File: src/hw/dct_pkg.sv
`default_nettype none

package dct_pkg;

   // points per one-dimensional transform
   parameter int DCT_N = 8;

   // signed input pixel
   parameter int PIX_W = 8;
   // row stage result as stored in the transpose memory
   parameter int ROW_W = 11;
   // final 2-d coefficient
   parameter int OUT_W = 12;

   // cosine magnitudes are scaled by 128 and fit in 7 bits
   parameter int CMAG_W = 7;
   // bits dropped when the sum of products is rounded
   parameter int FRAC_W = 8;

   // sign-magnitude cosine constant as used by the multipliers
   typedef struct packed {
      logic              neg;
      logic [CMAG_W-1:0] mag;
   } coef_t;

   // one pixel on the input stream
   typedef struct packed {
      logic             valid;
      logic [PIX_W-1:0] data;
   } pix_beat_t;

   // one row stage result, into and out of the transpose memory
   typedef struct packed {
      logic             valid;
      logic [ROW_W-1:0] data;
   } row_beat_t;

   // one 2-d coefficient on the output stream
   typedef struct packed {
      logic             valid;
      logic [OUT_W-1:0] data;
   } coef_beat_t;

   // coefficient for output index k and tap j
   // tap j multiplies the pair built from samples j and 7-j
   // magnitudes are round(128 * cos(m * pi / 16)) for m = 4, 1, 2, 3, 4, 5, 6, 7
   function automatic coef_t dct_coef(input logic [2:0] k, input logic [1:0] j);
      int    tap [4];
      coef_t c;
      case (k)
         3'd0: tap = '{91, 91, 91, 91};
         3'd1: tap = '{126, 106, 71, 25};
         3'd2: tap = '{118, 49, -49, -118};
         3'd3: tap = '{106, -25, -126, -71};
         3'd4: tap = '{91, -91, -91, 91};
         3'd5: tap = '{71, -126, 25, 106};
         3'd6: tap = '{49, -118, 118, -49};
         3'd7: tap = '{25, -71, 106, -126};
      endcase
      // split into sign flag and magnitude
      c.neg = (tap[j] < 0);
      c.mag = CMAG_W'(c.neg ? -tap[j] : tap[j]);
      return c;
   endfunction

endpackage

`default_nettype wire
File: src/hw/transpose_buf.sv
`default_nettype none

module transpose_buf (
   input  logic               CLK,
   input  logic               RST,
   input  dct_pkg::row_beat_t wr,
   output dct_pkg::row_beat_t rd
);

   // one 8x8 block per bank
   localparam int DEPTH = dct_pkg::DCT_N * dct_pkg::DCT_N;
   localparam int AW    = $clog2(DEPTH);
   // bits of row index and of column index
   localparam int HW    = AW / 2;

   // two banks, one filling while the other drains
   logic [dct_pkg::ROW_W-1:0] mem [2][DEPTH];

   // write side, address is r*8 + k
   logic [AW-1:0]             wr_addr;
   logic                      fill_sel;
   logic                      swap;

   // read side
   logic [AW-1:0]             rd_cnt;
   logic                      rd_act;
   logic [AW-1:0]             rd_addr;
   logic [dct_pkg::ROW_W-1:0] rd_data;
   logic                      rd_valid;

   // last word of the fill bank lands on this edge
   assign swap = wr.valid && (wr_addr == AW'(DEPTH - 1));

   // rd_cnt is u*8 + r, the bank is addressed at r*8 + u
   assign rd_addr = {rd_cnt[HW-1:0], rd_cnt[AW-1:HW]};

   // write and bank control
   always_ff @(posedge CLK or posedge RST)
   begin
      if (RST)
      begin
         wr_addr  <= '0;
         fill_sel <= 1'b0;
      end
      else if (wr.valid)
      begin
         // wraps to 0 after the 64th word
         wr_addr <= wr_addr + 1'b1;
         if (swap)
         begin
            fill_sel <= ~fill_sel;
         end
      end
   end

   always_ff @(posedge CLK)
   begin
      if (wr.valid)
      begin
         mem[fill_sel][wr_addr] <= wr.data;
      end
   end

   // read sequencer, 64 reads from the cycle after a swap
   // a new swap may land on the 64th read and keeps the reads going
   always_ff @(posedge CLK or posedge RST)
   begin
      if (RST)
      begin
         rd_cnt   <= '0;
         rd_act   <= 1'b0;
         rd_valid <= 1'b0;
      end
      else
      begin
         rd_valid <= rd_act;
         if (swap)
         begin
            rd_act <= 1'b1;
            rd_cnt <= '0;
         end
         else if (rd_act)
         begin
            rd_cnt <= rd_cnt + 1'b1;
            if (rd_cnt == AW'(DEPTH - 1))
            begin
               rd_act <= 1'b0;
            end
         end
      end
   end

   // the bank not being filled is the one being read
   always_ff @(posedge CLK)
   begin
      if (rd_act)
      begin
         rd_data <= mem[~fill_sel][rd_addr];
      end
   end

   assign rd.valid = rd_valid;
   assign rd.data  = rd_data;

endmodule

`default_nettype wire

File: config.mk
export PLATFORM = sky130hd
export DESIGN_NAME = transpose_buf
export DESIGN_NICKNAME = d
export VERILOG_FILES = /design/src/hw/dct_pkg.sv /design/src/hw/transpose_buf.sv
export SDC_FILE = /design/constraint.sdc
export NUM_CORES = 1
export LEC_CHECK = 0
export CAP_MARGIN = 10
export CORE_ASPECT_RATIO = 1.25
export CORE_MARGIN = 2
export CORE_UTILIZATION = 55
export CTS_CLUSTER_DIAMETER = 50
export CTS_CLUSTER_SIZE = 25
export DETAILED_ROUTE_END_ITERATION = 8
export DONT_BUFFER_PORTS = 1
export PLACE_DENSITY = 0.81
export SLEW_MARGIN = 40
export SYNTH_ARGS = -nofsm -noshare
export SYNTH_HDL_FRONTEND = slang
export SYNTH_SLANG_ARGS = --single-unit
File: constraint.sdc
create_clock -name CLK -period 3.5 [get_ports CLK]
set_input_delay 0.175 -clock CLK [delete_from_list [all_inputs] [get_ports CLK]]
set_output_delay 0.175 -clock CLK [all_outputs]
set_load 0.005 [all_outputs]
==> results.md <==
* Detailed-route wire length per cell at around 30 um
* Vias in the first global route at around 28000
* Inst Count DP at between 4000 and 5000
* Pleak at 18.5 nW
* Layout cell share with drive strength beyond 1 at 0.234
* Maximum root-to-sink buffer count at 3
* Initial antenna violation count at 4
* Worst EP required at just under 4 ns
* Asr flop ratio synth at 0.0105
* DR iter-0 viols at roughly 3800
* Min-Delay Path Depth at 1
* Worst Path Max Fanout at 21
* Hold slack at -0.00604 ns
* Via Count at 27796
* Hold buffers post-CTS at 20
* Final setup viols at 0
* Sw frac at 0.249
* R2R Path Start: fill_sel
* I/O Pins at 26
* Die Y at about 360 um
* Sw Pwr at about 8.6 mW
* Mapped cell area at 0.0556 mm2
* HP Class: in2reg
* Die Area at around 0.10 mm2
* Most used flip-flop cell after synthesis: edfxtp_1
* #FFs+latches synth at 1434
* Worst setup EP type: flop
* P_int at around 26 mW
* Slew Limit Fails at 0
* Crit path time final at approximately 3.3 ns
* Failing checks: hold timing
* Rows at 130
* RSZ-0062 raised after global routing: false
* Commonest non-fill, non-tap cell in the layout: edfxtp_1
* Antenna Cells at 0
* Synthesized net count at 2679
* Total GRT Usage at 0.252
* Outcome: finished with violations
* Tightest Pin Transition at between 0.8 and 0.9 ns
* CTS Sinks at about 1400
* Fin. Hold Viols at 1
* Final core utilization at 0.617
* First-pass GRT wire length at 190000 um
* CP Launch Type: flop
* DR vias/cell at roughly 6.6
* Clock Pin Slew Worst Setup and Hold Paths at ~0.09 ns
* CTS tree: yes
* Final TNS setup at 0 ns
* TritonCTS buffer count at 85
* Number of flops mapped to enable cells by yosys at 1419
* Unique masters post-synth at 39
* Sequential area share after synthesis at 0.773
* Clock Latency Late Sink at roughly 0.69 ns
* Clk root buf: clkbuf_16
* FMAX at roughly 0.31 GHz
* R2R setup slack at around 0.22 ns
* Post-CTS Setup Inserts at 0
* Gr ovfl total at 0
* Hold endpoint: mem[0][633]
* Comb power frac at 0.113
* PwrDens at 560 mW/mm2
* Clk_skew at slightly above 0.04 ns
* Cells after synthesis at approximately 2700
* Antenna Violating Nets Remaining at 0
* Register share of total power at 0.564
* Initial Util at 0.554
* Worst vdd ir at 325 uV
* H-tree lvl count at 3
* DRC viols at 0
* Reg-to-reg endpoint: rd_data[9]
* Placer Congestion at roughly 0.86
* Max_cap viols at 0
* Relative slew slack at 0.412
* Die W at 288 um
* Syn Area/Cell at 20.9 um2
* Routed Wire Length at around 130000 um
* Clock power share at 0.322
* Nets at about 2900
* Buffers on Ports at 0
* Reg2Reg Depth at 8
* Placed wire-length estimate at between 70000 and 80000 um
* Most frequent cells in the layout: 1419 x edfxtp_1, 270 x mux2i_1, 259 x mux4_2
* Worst hold path startpoint: wr[6]
* Final period util at 0.936
* Critical path type: reg2reg
* Core Area at between 0.1 and 0.15 mm2
* Detailed Routing Iterations Pass 1 at 5
* Yosys warns at 0
* Post-Layout Cell Count at 4236
* Largest net degree at the start of global routing at 129
* P&R area growth vs syn at 11.4%
* CP arrival at 3.66 ns
* Cts repair resizes at 0
[how the worst max path moves through the flow]
stage,end,start,depth (start not counted)
final,rd_data[9],fill_sel,8
after global routing,rd_data[9],fill_sel,8
after CTS,rd_data[9],fill_sel,8
after detailed placement,rd_data[9],fill_sel,8
after global placement,rd_data[9],fill_sel,8
after floorplan,mem[0][88],fill_sel,6
[final cells by class]
class                   count  area [um2]
multi-input cells        1070       11700
flip-flops and latches   1434       43000
inverters                   2        7.51
clock buffers              90        2190
clock inverters            57         787
well taps                1320        1650
repair buffers            263        2510
fillers                  6369       38500
[sequential cells by signal, summed over array words and instances, names as in the netlist]
name / cells
mem: 1408
rd_data: 11
rd_cnt: 6
wr_addr: 6
fill_sel: 1
rd_act: 1
rd_valid: 1
[power groups by stage]
stage / combinational [mW] / sequential, mW / clock, mW
final: 3.92 / 19.5 / 11.2
after CTS: 3.88 / 19.5 / 11.3
after global placement: 3.37 / 19.9 / 0
after detailed placement: 3.52 / 19.9 / 0
after floorplan: 2.42 / 19.7 / 0
after global routing: 4.10 / 19.6 / 11.8
[metal layers]
metal  wire length, um  track usage  share of wire  vias up
li1                  -            -              -    11433
met1             45100        0.320           0.35    14440
met2             66700        0.427           0.51     1618
met3             11700       0.0406          0.090      299
met4              6370        0.114          0.049        6
met5                44            0        0.00034        -
[critical path, cell delays in order, from the launching register on]
cell and delay (ns):
dfrtp_4 0.77, buf_12 0.30, buf_12 0.25, buf_4 0.23, mux4_2 0.52, mux2i_1 0.29, a22oi_1 0.15, nand3_1 0.21
nand4_1 0.20
[logic make-up after synthesis]
group	share of synthesized area
AO/OA/AOI/OAI	0.0344
XOR/XNOR	0.00158
adder cells (fa/ha/maj)	0.000450
buffers and inverters	0.0161
flip-flops	0.773
multiplexers	0.154
AND/OR/NAND/NOR	0.0201
[Yosys cell counts (39+ instances only)]
cell	number	area, um2
nor2_1	132	495
clkbuf_1	55	206
o21ai_0	46	230
edfxtp_1	1419	42600
nand3_1	52	260
buf_2	39	195
a22oi_1	40	300
mux4_2	259	5830
mux2i_1	270	2700
o221ai_1	44	385
o22ai_1	43	269
a21oi_1	46	230
[per-stage QoR]
step	setup slack, ns	area [um2]	total power, mW
2_1_floorplan	0.600	55600	22.1
3_3_place_gp	0.307	58500	23.3
3_5_place_dp	0.289	58500	23.4
4_1_cts	0.256	61900	34.7
5_1_grt	0.104	61900	35.5
6_report	0.224	61900	34.6
No activity file was read; power rests on OpenSTA's default activity.
