`config.mk`:
```
export PLATFORM = sky130hd
export DESIGN_NAME = dct_1d
export DESIGN_NICKNAME = d
export VERILOG_FILES = /design/src/hw/dct_pkg.sv /design/src/hw/dct_1d.sv /design/src/hw/dct_mac.sv
export SDC_FILE = /design/constraint.sdc
export NUM_CORES = 1
export LEC_CHECK = 0
export ABC_AREA = 1
export BUFFER_PORTS_ARGS = -buffer_cell sky130_fd_sc_hd__buf_2
export CAP_MARGIN = 10
export CELL_PAD_IN_SITES_DETAIL_PLACEMENT = 1
export CELL_PAD_IN_SITES_GLOBAL_PLACEMENT = 2
export CORE_ASPECT_RATIO = 0.5
export CORE_MARGIN = 4
export CORE_UTILIZATION = 44
export CTS_BUF_LIST = sky130_fd_sc_hd__clkbuf_8
export DETAILED_ROUTE_END_ITERATION = 7
export PLACE_DENSITY_LB_ADDON = 0.1
export SLEW_MARGIN = 20
export SYNTH_ARGS = -nofsm -noshare
export SYNTH_HDL_FRONTEND = slang
export SYNTH_HIERARCHICAL = 1
export SYNTH_MEMORY_MAX_BITS = 65536
export SYNTH_SLANG_ARGS = --single-unit
```
`constraint.sdc`:
```
create_clock -name CLK -period 6.3 [get_ports CLK]
set_input_delay 0.315 -clock CLK [delete_from_list [all_inputs] [get_ports CLK]]
set_output_delay 0.315 -clock CLK [all_outputs]
set_load 0.005 [all_outputs]
```
`src/hw/dct_pkg.sv`:
```
`default_nettype none

package dct_pkg;

   // points per one-dimensional transform
   parameter int DCT_N = 8;

   // signed input pixel
   parameter int PIX_W = 8;
   // row stage result as stored in the transpose memory
   parameter int ROW_W = 11;
   // final 2-d coefficient
   parameter int OUT_W = 12;

   // cosine magnitudes are scaled by 128 and fit in 7 bits
   parameter int CMAG_W = 7;
   // bits dropped when the sum of products is rounded
   parameter int FRAC_W = 8;

   // sign-magnitude cosine constant as used by the multipliers
   typedef struct packed {
      logic              neg;
      logic [CMAG_W-1:0] mag;
   } coef_t;

   // one pixel on the input stream
   typedef struct packed {
      logic             valid;
      logic [PIX_W-1:0] data;
   } pix_beat_t;

   // one row stage result, into and out of the transpose memory
   typedef struct packed {
      logic             valid;
      logic [ROW_W-1:0] data;
   } row_beat_t;

   // one 2-d coefficient on the output stream
   typedef struct packed {
      logic             valid;
      logic [OUT_W-1:0] data;
   } coef_beat_t;

   // coefficient for output index k and tap j
   // tap j multiplies the pair built from samples j and 7-j
   // magnitudes are round(128 * cos(m * pi / 16)) for m = 4, 1, 2, 3, 4, 5, 6, 7
   function automatic coef_t dct_coef(input logic [2:0] k, input logic [1:0] j);
      int    tap [4];
      coef_t c;
      case (k)
         3'd0: tap = '{91, 91, 91, 91};
         3'd1: tap = '{126, 106, 71, 25};
         3'd2: tap = '{118, 49, -49, -118};
         3'd3: tap = '{106, -25, -126, -71};
         3'd4: tap = '{91, -91, -91, 91};
         3'd5: tap = '{71, -126, 25, 106};
         3'd6: tap = '{49, -118, 118, -49};
         3'd7: tap = '{25, -71, 106, -126};
      endcase
      // split into sign flag and magnitude
      c.neg = (tap[j] < 0);
      c.mag = CMAG_W'(c.neg ? -tap[j] : tap[j]);
      return c;
   endfunction

endpackage

`default_nettype wire
```
`src/hw/dct_1d.sv`:
```
`default_nettype none

module dct_1d #(
   parameter int IN_W  = 8,
   parameter int OUT_W = 11
) (
   input  logic             CLK,
   input  logic             RST,
   input  logic             in_valid,
   input  logic [IN_W-1:0]  in_data,
   output logic             out_valid,
   output logic [OUT_W-1:0] out_data
);

   localparam int N  = dct_pkg::DCT_N;
   // sign-extended sample
   localparam int XW = IN_W + 1;
   // sum or difference of two samples
   localparam int PW = IN_W + 2;

   // sample shift register, sr[0] newest
   logic [IN_W-1:0]        sr [N];
   // valid samples seen in the current group of eight
   logic [2:0]             cnt;
   // eighth sample has just been shifted in
   logic                   full;
   // latched vector, x[7] is the first sample of the group and x[0] the eighth
   logic signed [XW-1:0]   x [N];
   // issue in progress and output index
   logic                   busy;
   logic [2:0]             k;
   // butterfly values for the current index
   logic [N/2-1:0][PW-1:0] pair;

   // group counter and full flag
   always_ff @(posedge CLK or posedge RST)
   begin
      if (RST)
      begin
         cnt  <= '0;
         full <= 1'b0;
      end
      else
      begin
         full <= in_valid && (cnt == 3'(N - 1));
         if (in_valid)
         begin
            // wraps after the eighth sample
            cnt <= cnt + 3'd1;
         end
      end
   end

   // shift only on valid samples so gaps are skipped
   always_ff @(posedge CLK)
   begin
      if (in_valid)
      begin
         sr[0] <= in_data;
         for (int i = 1; i < N; i++)
         begin
            sr[i] <= sr[i-1];
         end
      end
   end

   // latch the group one cycle after its last sample
   // the shift register may already take the next group on the same edge
   always_ff @(posedge CLK)
   begin
      if (full)
      begin
         for (int i = 0; i < N; i++)
         begin
            x[i] <= {sr[i][IN_W-1], sr[i]};
         end
      end
   end

   // walk k from 0 to 7 on consecutive cycles after each latch
   always_ff @(posedge CLK or posedge RST)
   begin
      if (RST)
      begin
         busy <= 1'b0;
         k    <= '0;
      end
      else if (full)
      begin
         // a new group restarts the index even on the last issue cycle
         busy <= 1'b1;
         k    <= '0;
      end
      else if (busy)
      begin
         k <= k + 3'd1;
         if (k == 3'(N - 1))
         begin
            busy <= 1'b0;
         end
      end
   end

   // even k uses sums, odd k uses differences, as the reference toggle
   always_comb
   begin
      for (int j = 0; j < N / 2; j++)
      begin
         if (k[0])
            pair[j] = x[N-1-j] - x[j];
         else
            pair[j] = x[j] + x[N-1-j];
      end
   end

   // multiply, accumulate and round, 5 cycles
   dct_mac #(
      .IN_W  (IN_W),
      .OUT_W (OUT_W)
   ) dct_mac_i (
      .CLK       (CLK),
      .RST       (RST),
      .issue     (busy),
      .idx       (k),
      .pair      (pair),
      .out_valid (out_valid),
      .out_data  (out_data)
   );

endmodule

`default_nettype wire

```
`src/hw/dct_mac.sv`:
```
`default_nettype none

module dct_mac #(
   parameter int IN_W  = 8,
   parameter int OUT_W = 11
) (
   input  logic                                 CLK,
   input  logic                                 RST,
   input  logic                                 issue,
   input  logic [2:0]                           idx,
   input  logic [dct_pkg::DCT_N/2-1:0][IN_W+1:0] pair,
   output logic                                 out_valid,
   output logic [OUT_W-1:0]                     out_data
);

   // taps per output
   localparam int NT    = dct_pkg::DCT_N / 2;
   localparam int PW    = IN_W + 2;
   // unsigned product of pair magnitude and cosine magnitude
   localparam int PRD_W = PW + dct_pkg::CMAG_W;
   // signed product plus two adder levels
   localparam int SUM_W = PRD_W + 3;

   // coefficients for the issued index
   dct_pkg::coef_t           cf [NT];

   // stage 1, magnitude and combined sign
   logic [PW-1:0]            mag1 [NT];
   logic [dct_pkg::CMAG_W-1:0] cmag1 [NT];
   logic                     sgn1 [NT];
   // stage 2, unsigned product
   logic [PRD_W-1:0]         prod2 [NT];
   logic                     sgn2 [NT];
   // stage 3, signed product
   logic signed [PRD_W:0]    p3 [NT];
   // stage 4, pair sums
   logic signed [PRD_W+1:0]  sum4 [2];
   // stage 5, total
   logic signed [SUM_W-1:0]  tot;
   logic signed [SUM_W-1:0]  tot_sh;

   // valid bit per stage
   logic [4:0]               vld;

   // table lookup, one constant per tap
   always_comb
   begin
      for (int j = 0; j < NT; j++)
      begin
         cf[j] = dct_pkg::dct_coef(idx, 2'(j));
      end
   end

   // datapath, free running
   always_ff @(posedge CLK)
   begin
      for (int j = 0; j < NT; j++)
      begin
         // two's complement to sign-magnitude
         mag1[j]  <= pair[j][PW-1] ? -pair[j] : pair[j];
         // product is negative when exactly one factor is
         sgn1[j]  <= pair[j][PW-1] ^ cf[j].neg;
         cmag1[j] <= cf[j].mag;

         prod2[j] <= mag1[j] * cmag1[j];
         sgn2[j]  <= sgn1[j];

         // back to two's complement with one extra sign bit
         p3[j] <= sgn2[j] ? -$signed({1'b0, prod2[j]}) : $signed({1'b0, prod2[j]});
      end

      // two-level adder tree
      sum4[0] <= p3[0] + p3[1];
      sum4[1] <= p3[2] + p3[3];
      tot     <= sum4[0] + sum4[1];
   end

   // valid travels alongside the data
   always_ff @(posedge CLK or posedge RST)
   begin
      if (RST)
      begin
         vld <= '0;
      end
      else
      begin
         vld <= {vld[3:0], issue};
      end
   end

   assign out_valid = vld[4];

   // arithmetic shift, then add the highest dropped bit
   assign tot_sh   = tot >>> dct_pkg::FRAC_W;
   // no saturation, the result always fits in OUT_W
   assign out_data = tot_sh[OUT_W-1:0] + OUT_W'(tot[dct_pkg::FRAC_W-1]);

endmodule

`default_nettype wire

```
==> summary.md <==
| Metric | Value |
|---|---|
| GRT overflow | 0 |
| Synth Area in Adders | 23.2% |
| Avg Cell Area, Syn | 8.11 µm² |
| Post-Syn Area | 27800 µm² |
| Num CTS Buffers | 66 |
| Netlist cell types | 51 |
| Share of cells above drive strength 1 | 5.77% |
| First-pass GRT wire length | 118 mm |
| Area growth syn-to-layout | 9.27% |
| Drt wl/cell | 16.2 µm |
| Synth Area in XOR/XNOR | 6.43% |
| Clk pin slew, worst setup/hold paths | 70 ps |
| Critical Path End Type | register |
| Post-synth EDFFs | 128 |
| Largest net degree at the start of global routing | 69 |
| Synthesized instance count | 3427 |
| Compound-Gate Fraction of Synth Area | 5.15% |
| Buffers added on ports | 22 |
| Die Width | 363 µm |
| Die Y-Extent | 186 µm |
| Crit share post-route | 66.8% |
| Critical Path RT | 6880 ps |
| Post-synth top area share | 19.1% |
| Synthesis-stage register bit count | 406 |
| Mux cell area share after synthesis | 0.0810% |
| Synth Net Count | 3856 |
| Overall Global Routing Usage | 21.9% |
| Prevailing post-synth register cell | dfxtp_1 |
| Post-layout minimum cycle time | 4210 ps |
| First DRT Iteration DRCs | 994 |
| Final layout net count | 3918 |
| Worst-path fanout max | 10 |
| FMAX | 0.237 GHz |
| CTS root buf | clkbuf_8 |
| Worst skew pair latency | 700 ps |
| Core ar. | 61800 µm² |
| Final Core Density | 49.1% |
| PnR worst setup slack | 2090 ps |
| Num ports | 23 |
| Initial Utilization | 45.0% |
| WL final | 70.6 mm |
| Slew @ Worst Pin | 900 ps |
| Max Cap Viol | 0 |
| Worst-case clock buffer depth | 3 |
| Unrepaired setup endpoints after global routing | no |
| Hold Crit Class | input port to asynchronous set/reset pin |
| CTS tree | done |
| Vias in the first global route | 22409 |
| DR pass1 iterations | 5 |
| Setup TNS | 0 ps |
| Simple-Gate Fraction of Synth Area | 20.9% |
| Post-DRT Antenna Nets | 0 |
| TritonCTS Sinks | 406 |
| Worst slew margin | 40.0% |
| CP Launch Type | register |
| Total number of vias | 21088 |
| Final setup violation count | 0 |
| DPL Wire Length | 57.8 mm |
| Site Rows | 64 |
| CTS resizes | 0 |
| Clock Skew | 48.9 ps |
| Arrival time worst endpoint | 4800 ps |
| Die Area | 67500 µm² |
| R2r setup slk | 2090 ps |
| Top-count cell post-synth | nand2_1 |
| Final Wtd Congestion | 0.874 |
| Vias per inst | 4.83 |
| CTS H-tree lvls | 3 |
| Slew Viols, Final | 0 |
| Status | finished clean |
| Leading post-synthesis cells by cell area | dfxtp_1 (19%), edfxtp_1 (14%), nand2_1 (12%) |
| Async set-or-reset flop fraction in the synthesized netlist | 3.20% |
| Top cells by count, synth | nand2_1 (922), inv_1 (694), dfxtp_1 (265), ha_1 (256), nor2_1 (185) |
| Fill count | 7570 |
| Cell accounting for the most synthesized area | dfxtp_1 |
| Sequential share of the synthesized area | 34.1% |
| Largest family of logic cells by synthesized area | adder cells |
| Yosys warning total | 6 |
| Dpl ws | 2090 ps |
| Setup CP Type | register to register |
| DRC | 0 |
| Initial antenna violation count | 6 |
| Hold Fails Final Rpt | 0 |
## registers in the layout (all words and copies together) (netlist names), 12 cells and up
register	count
dct_mac_i/p3	72
dct_mac_i/prod2	68
sr	64
x	64
dct_mac_i/mag1	40
dct_mac_i/sum4	38
dct_mac_i/cmag1	27
dct_mac_i/tot	12
## worst paths after layout
check,startpoint,endpoint,cells past startpoint
worst max-delay path,dct_mac_i/cmag1[3][4],dct_mac_i/prod2[3][16],15
worst min register to register,dct_mac_i/sgn1[0],dct_mac_i/sgn2[0],0
min in group CLK,in_valid,full,4
max in group asynchronous,RST,full,3
worst max register to register,dct_mac_i/cmag1[3][4],dct_mac_i/prod2[3][16],15
worst min-delay path,RST,dct_mac_i/vld[2],3
## layer usage
layer | up-vias | GRT usage, % | routed length [µm]
met5 | - | 0 | 0
met4 | 0 | 5.65 | 1410
met3 | 87 | 3.92 | 2720
met2 | 262 | 34.1 | 29400
met1 | 10015 | 31.7 | 37100
li1 | 10724 | - | -
## through the flow
step,std cells,area [µm²],hold WS [ps]
2_1_floorplan,3427,27800,93.5
3_3_place_gp,4237,28800,222
3_5_place_dp,4237,28800,236
4_1_cts,4363,30400,48.0
5_1_grt,4363,30400,90.0
6_report,4364,30400,112
## layout make-up
class                   count  area (µm²)  area share, %
clock buffers              78        1070           3.53
well taps                 825        1030           3.40
flip-flops and latches    406        9480           31.2
diodes                      1        2.50        0.00824
repair buffers             34         223          0.733
inverters                 709        2660           8.77
multi-input cells        2272       15500           51.0
clock inverters            39         420           1.38
## placed cells by master (no fill, tap or decap), types with 4 or more instances in the layout
| master | instances |
|---|---|
| a21o_1 | 12 |
| a21oi_1 | 113 |
| a31oi_1 | 21 |
| and2_1 | 6 |
| buf_2 | 22 |
| bufinv_16 | 8 |
| clkbuf_8 | 78 |
| clkinv_1 | 6 |
| clkinv_2 | 9 |
| clkinvlp_4 | 4 |
| dfrtp_1 | 12 |
| dfxtp_1 | 265 |
| dlygate4sd3_1 | 9 |
| edfxtp_1 | 128 |
| fa_1 | 162 |
| ha_1 | 256 |
| inv_1 | 701 |
| inv_2 | 13 |
| nand2_1 | 922 |
| nand2_2 | 9 |
| nand2_4 | 4 |
| nand3_1 | 170 |
| nand3_2 | 6 |
| nand3b_1 | 7 |
| nand4_1 | 22 |
| nor2_1 | 185 |
| nor2_2 | 23 |
| nor3_1 | 14 |
| nor3_2 | 5 |
| nor4_1 | 16 |
| o21ai_0 | 62 |
| o21ai_1 | 14 |
| o21bai_1 | 9 |
| o31ai_1 | 4 |
| xnor2_1 | 39 |
| xor2_1 | 165 |
## repair_timing
action / 4_1_cts / 5_1_grt
setup endpoints to repair: 0 / 0
endpoints found under the hold margin: 21 / 0
hold buffers: 9 / 0
buffers inserted: 0 / 0
## cell families (layout without fill, tap and decap cells)
group           count (synthesis)  after routing
compound gates                254            254
mux                             2              2
other cells                     0              1
buf+inv                       749            860
flops                         406            406
simple gates                 1394           1394
fa+ha+maj                     418            418
xor+xnor                      204            204
## critical path, cell delays in order, from the launching register on
cell and delay, ps:
dfxtp_1 610, nand2_1 90, inv_1 80, fa_1 440, fa_1 520, fa_1 560, inv_1 60, fa_1 530
inv_1 40, ha_1 350, a21oi_1 290, o21bai_1 140, a21oi_1 210, nand2_1 80, nand2_1 60, nand2_1 40
Power is not shown: default switching activity piles up to over one toggle a cycle in this logic, so the estimate is an artifact.
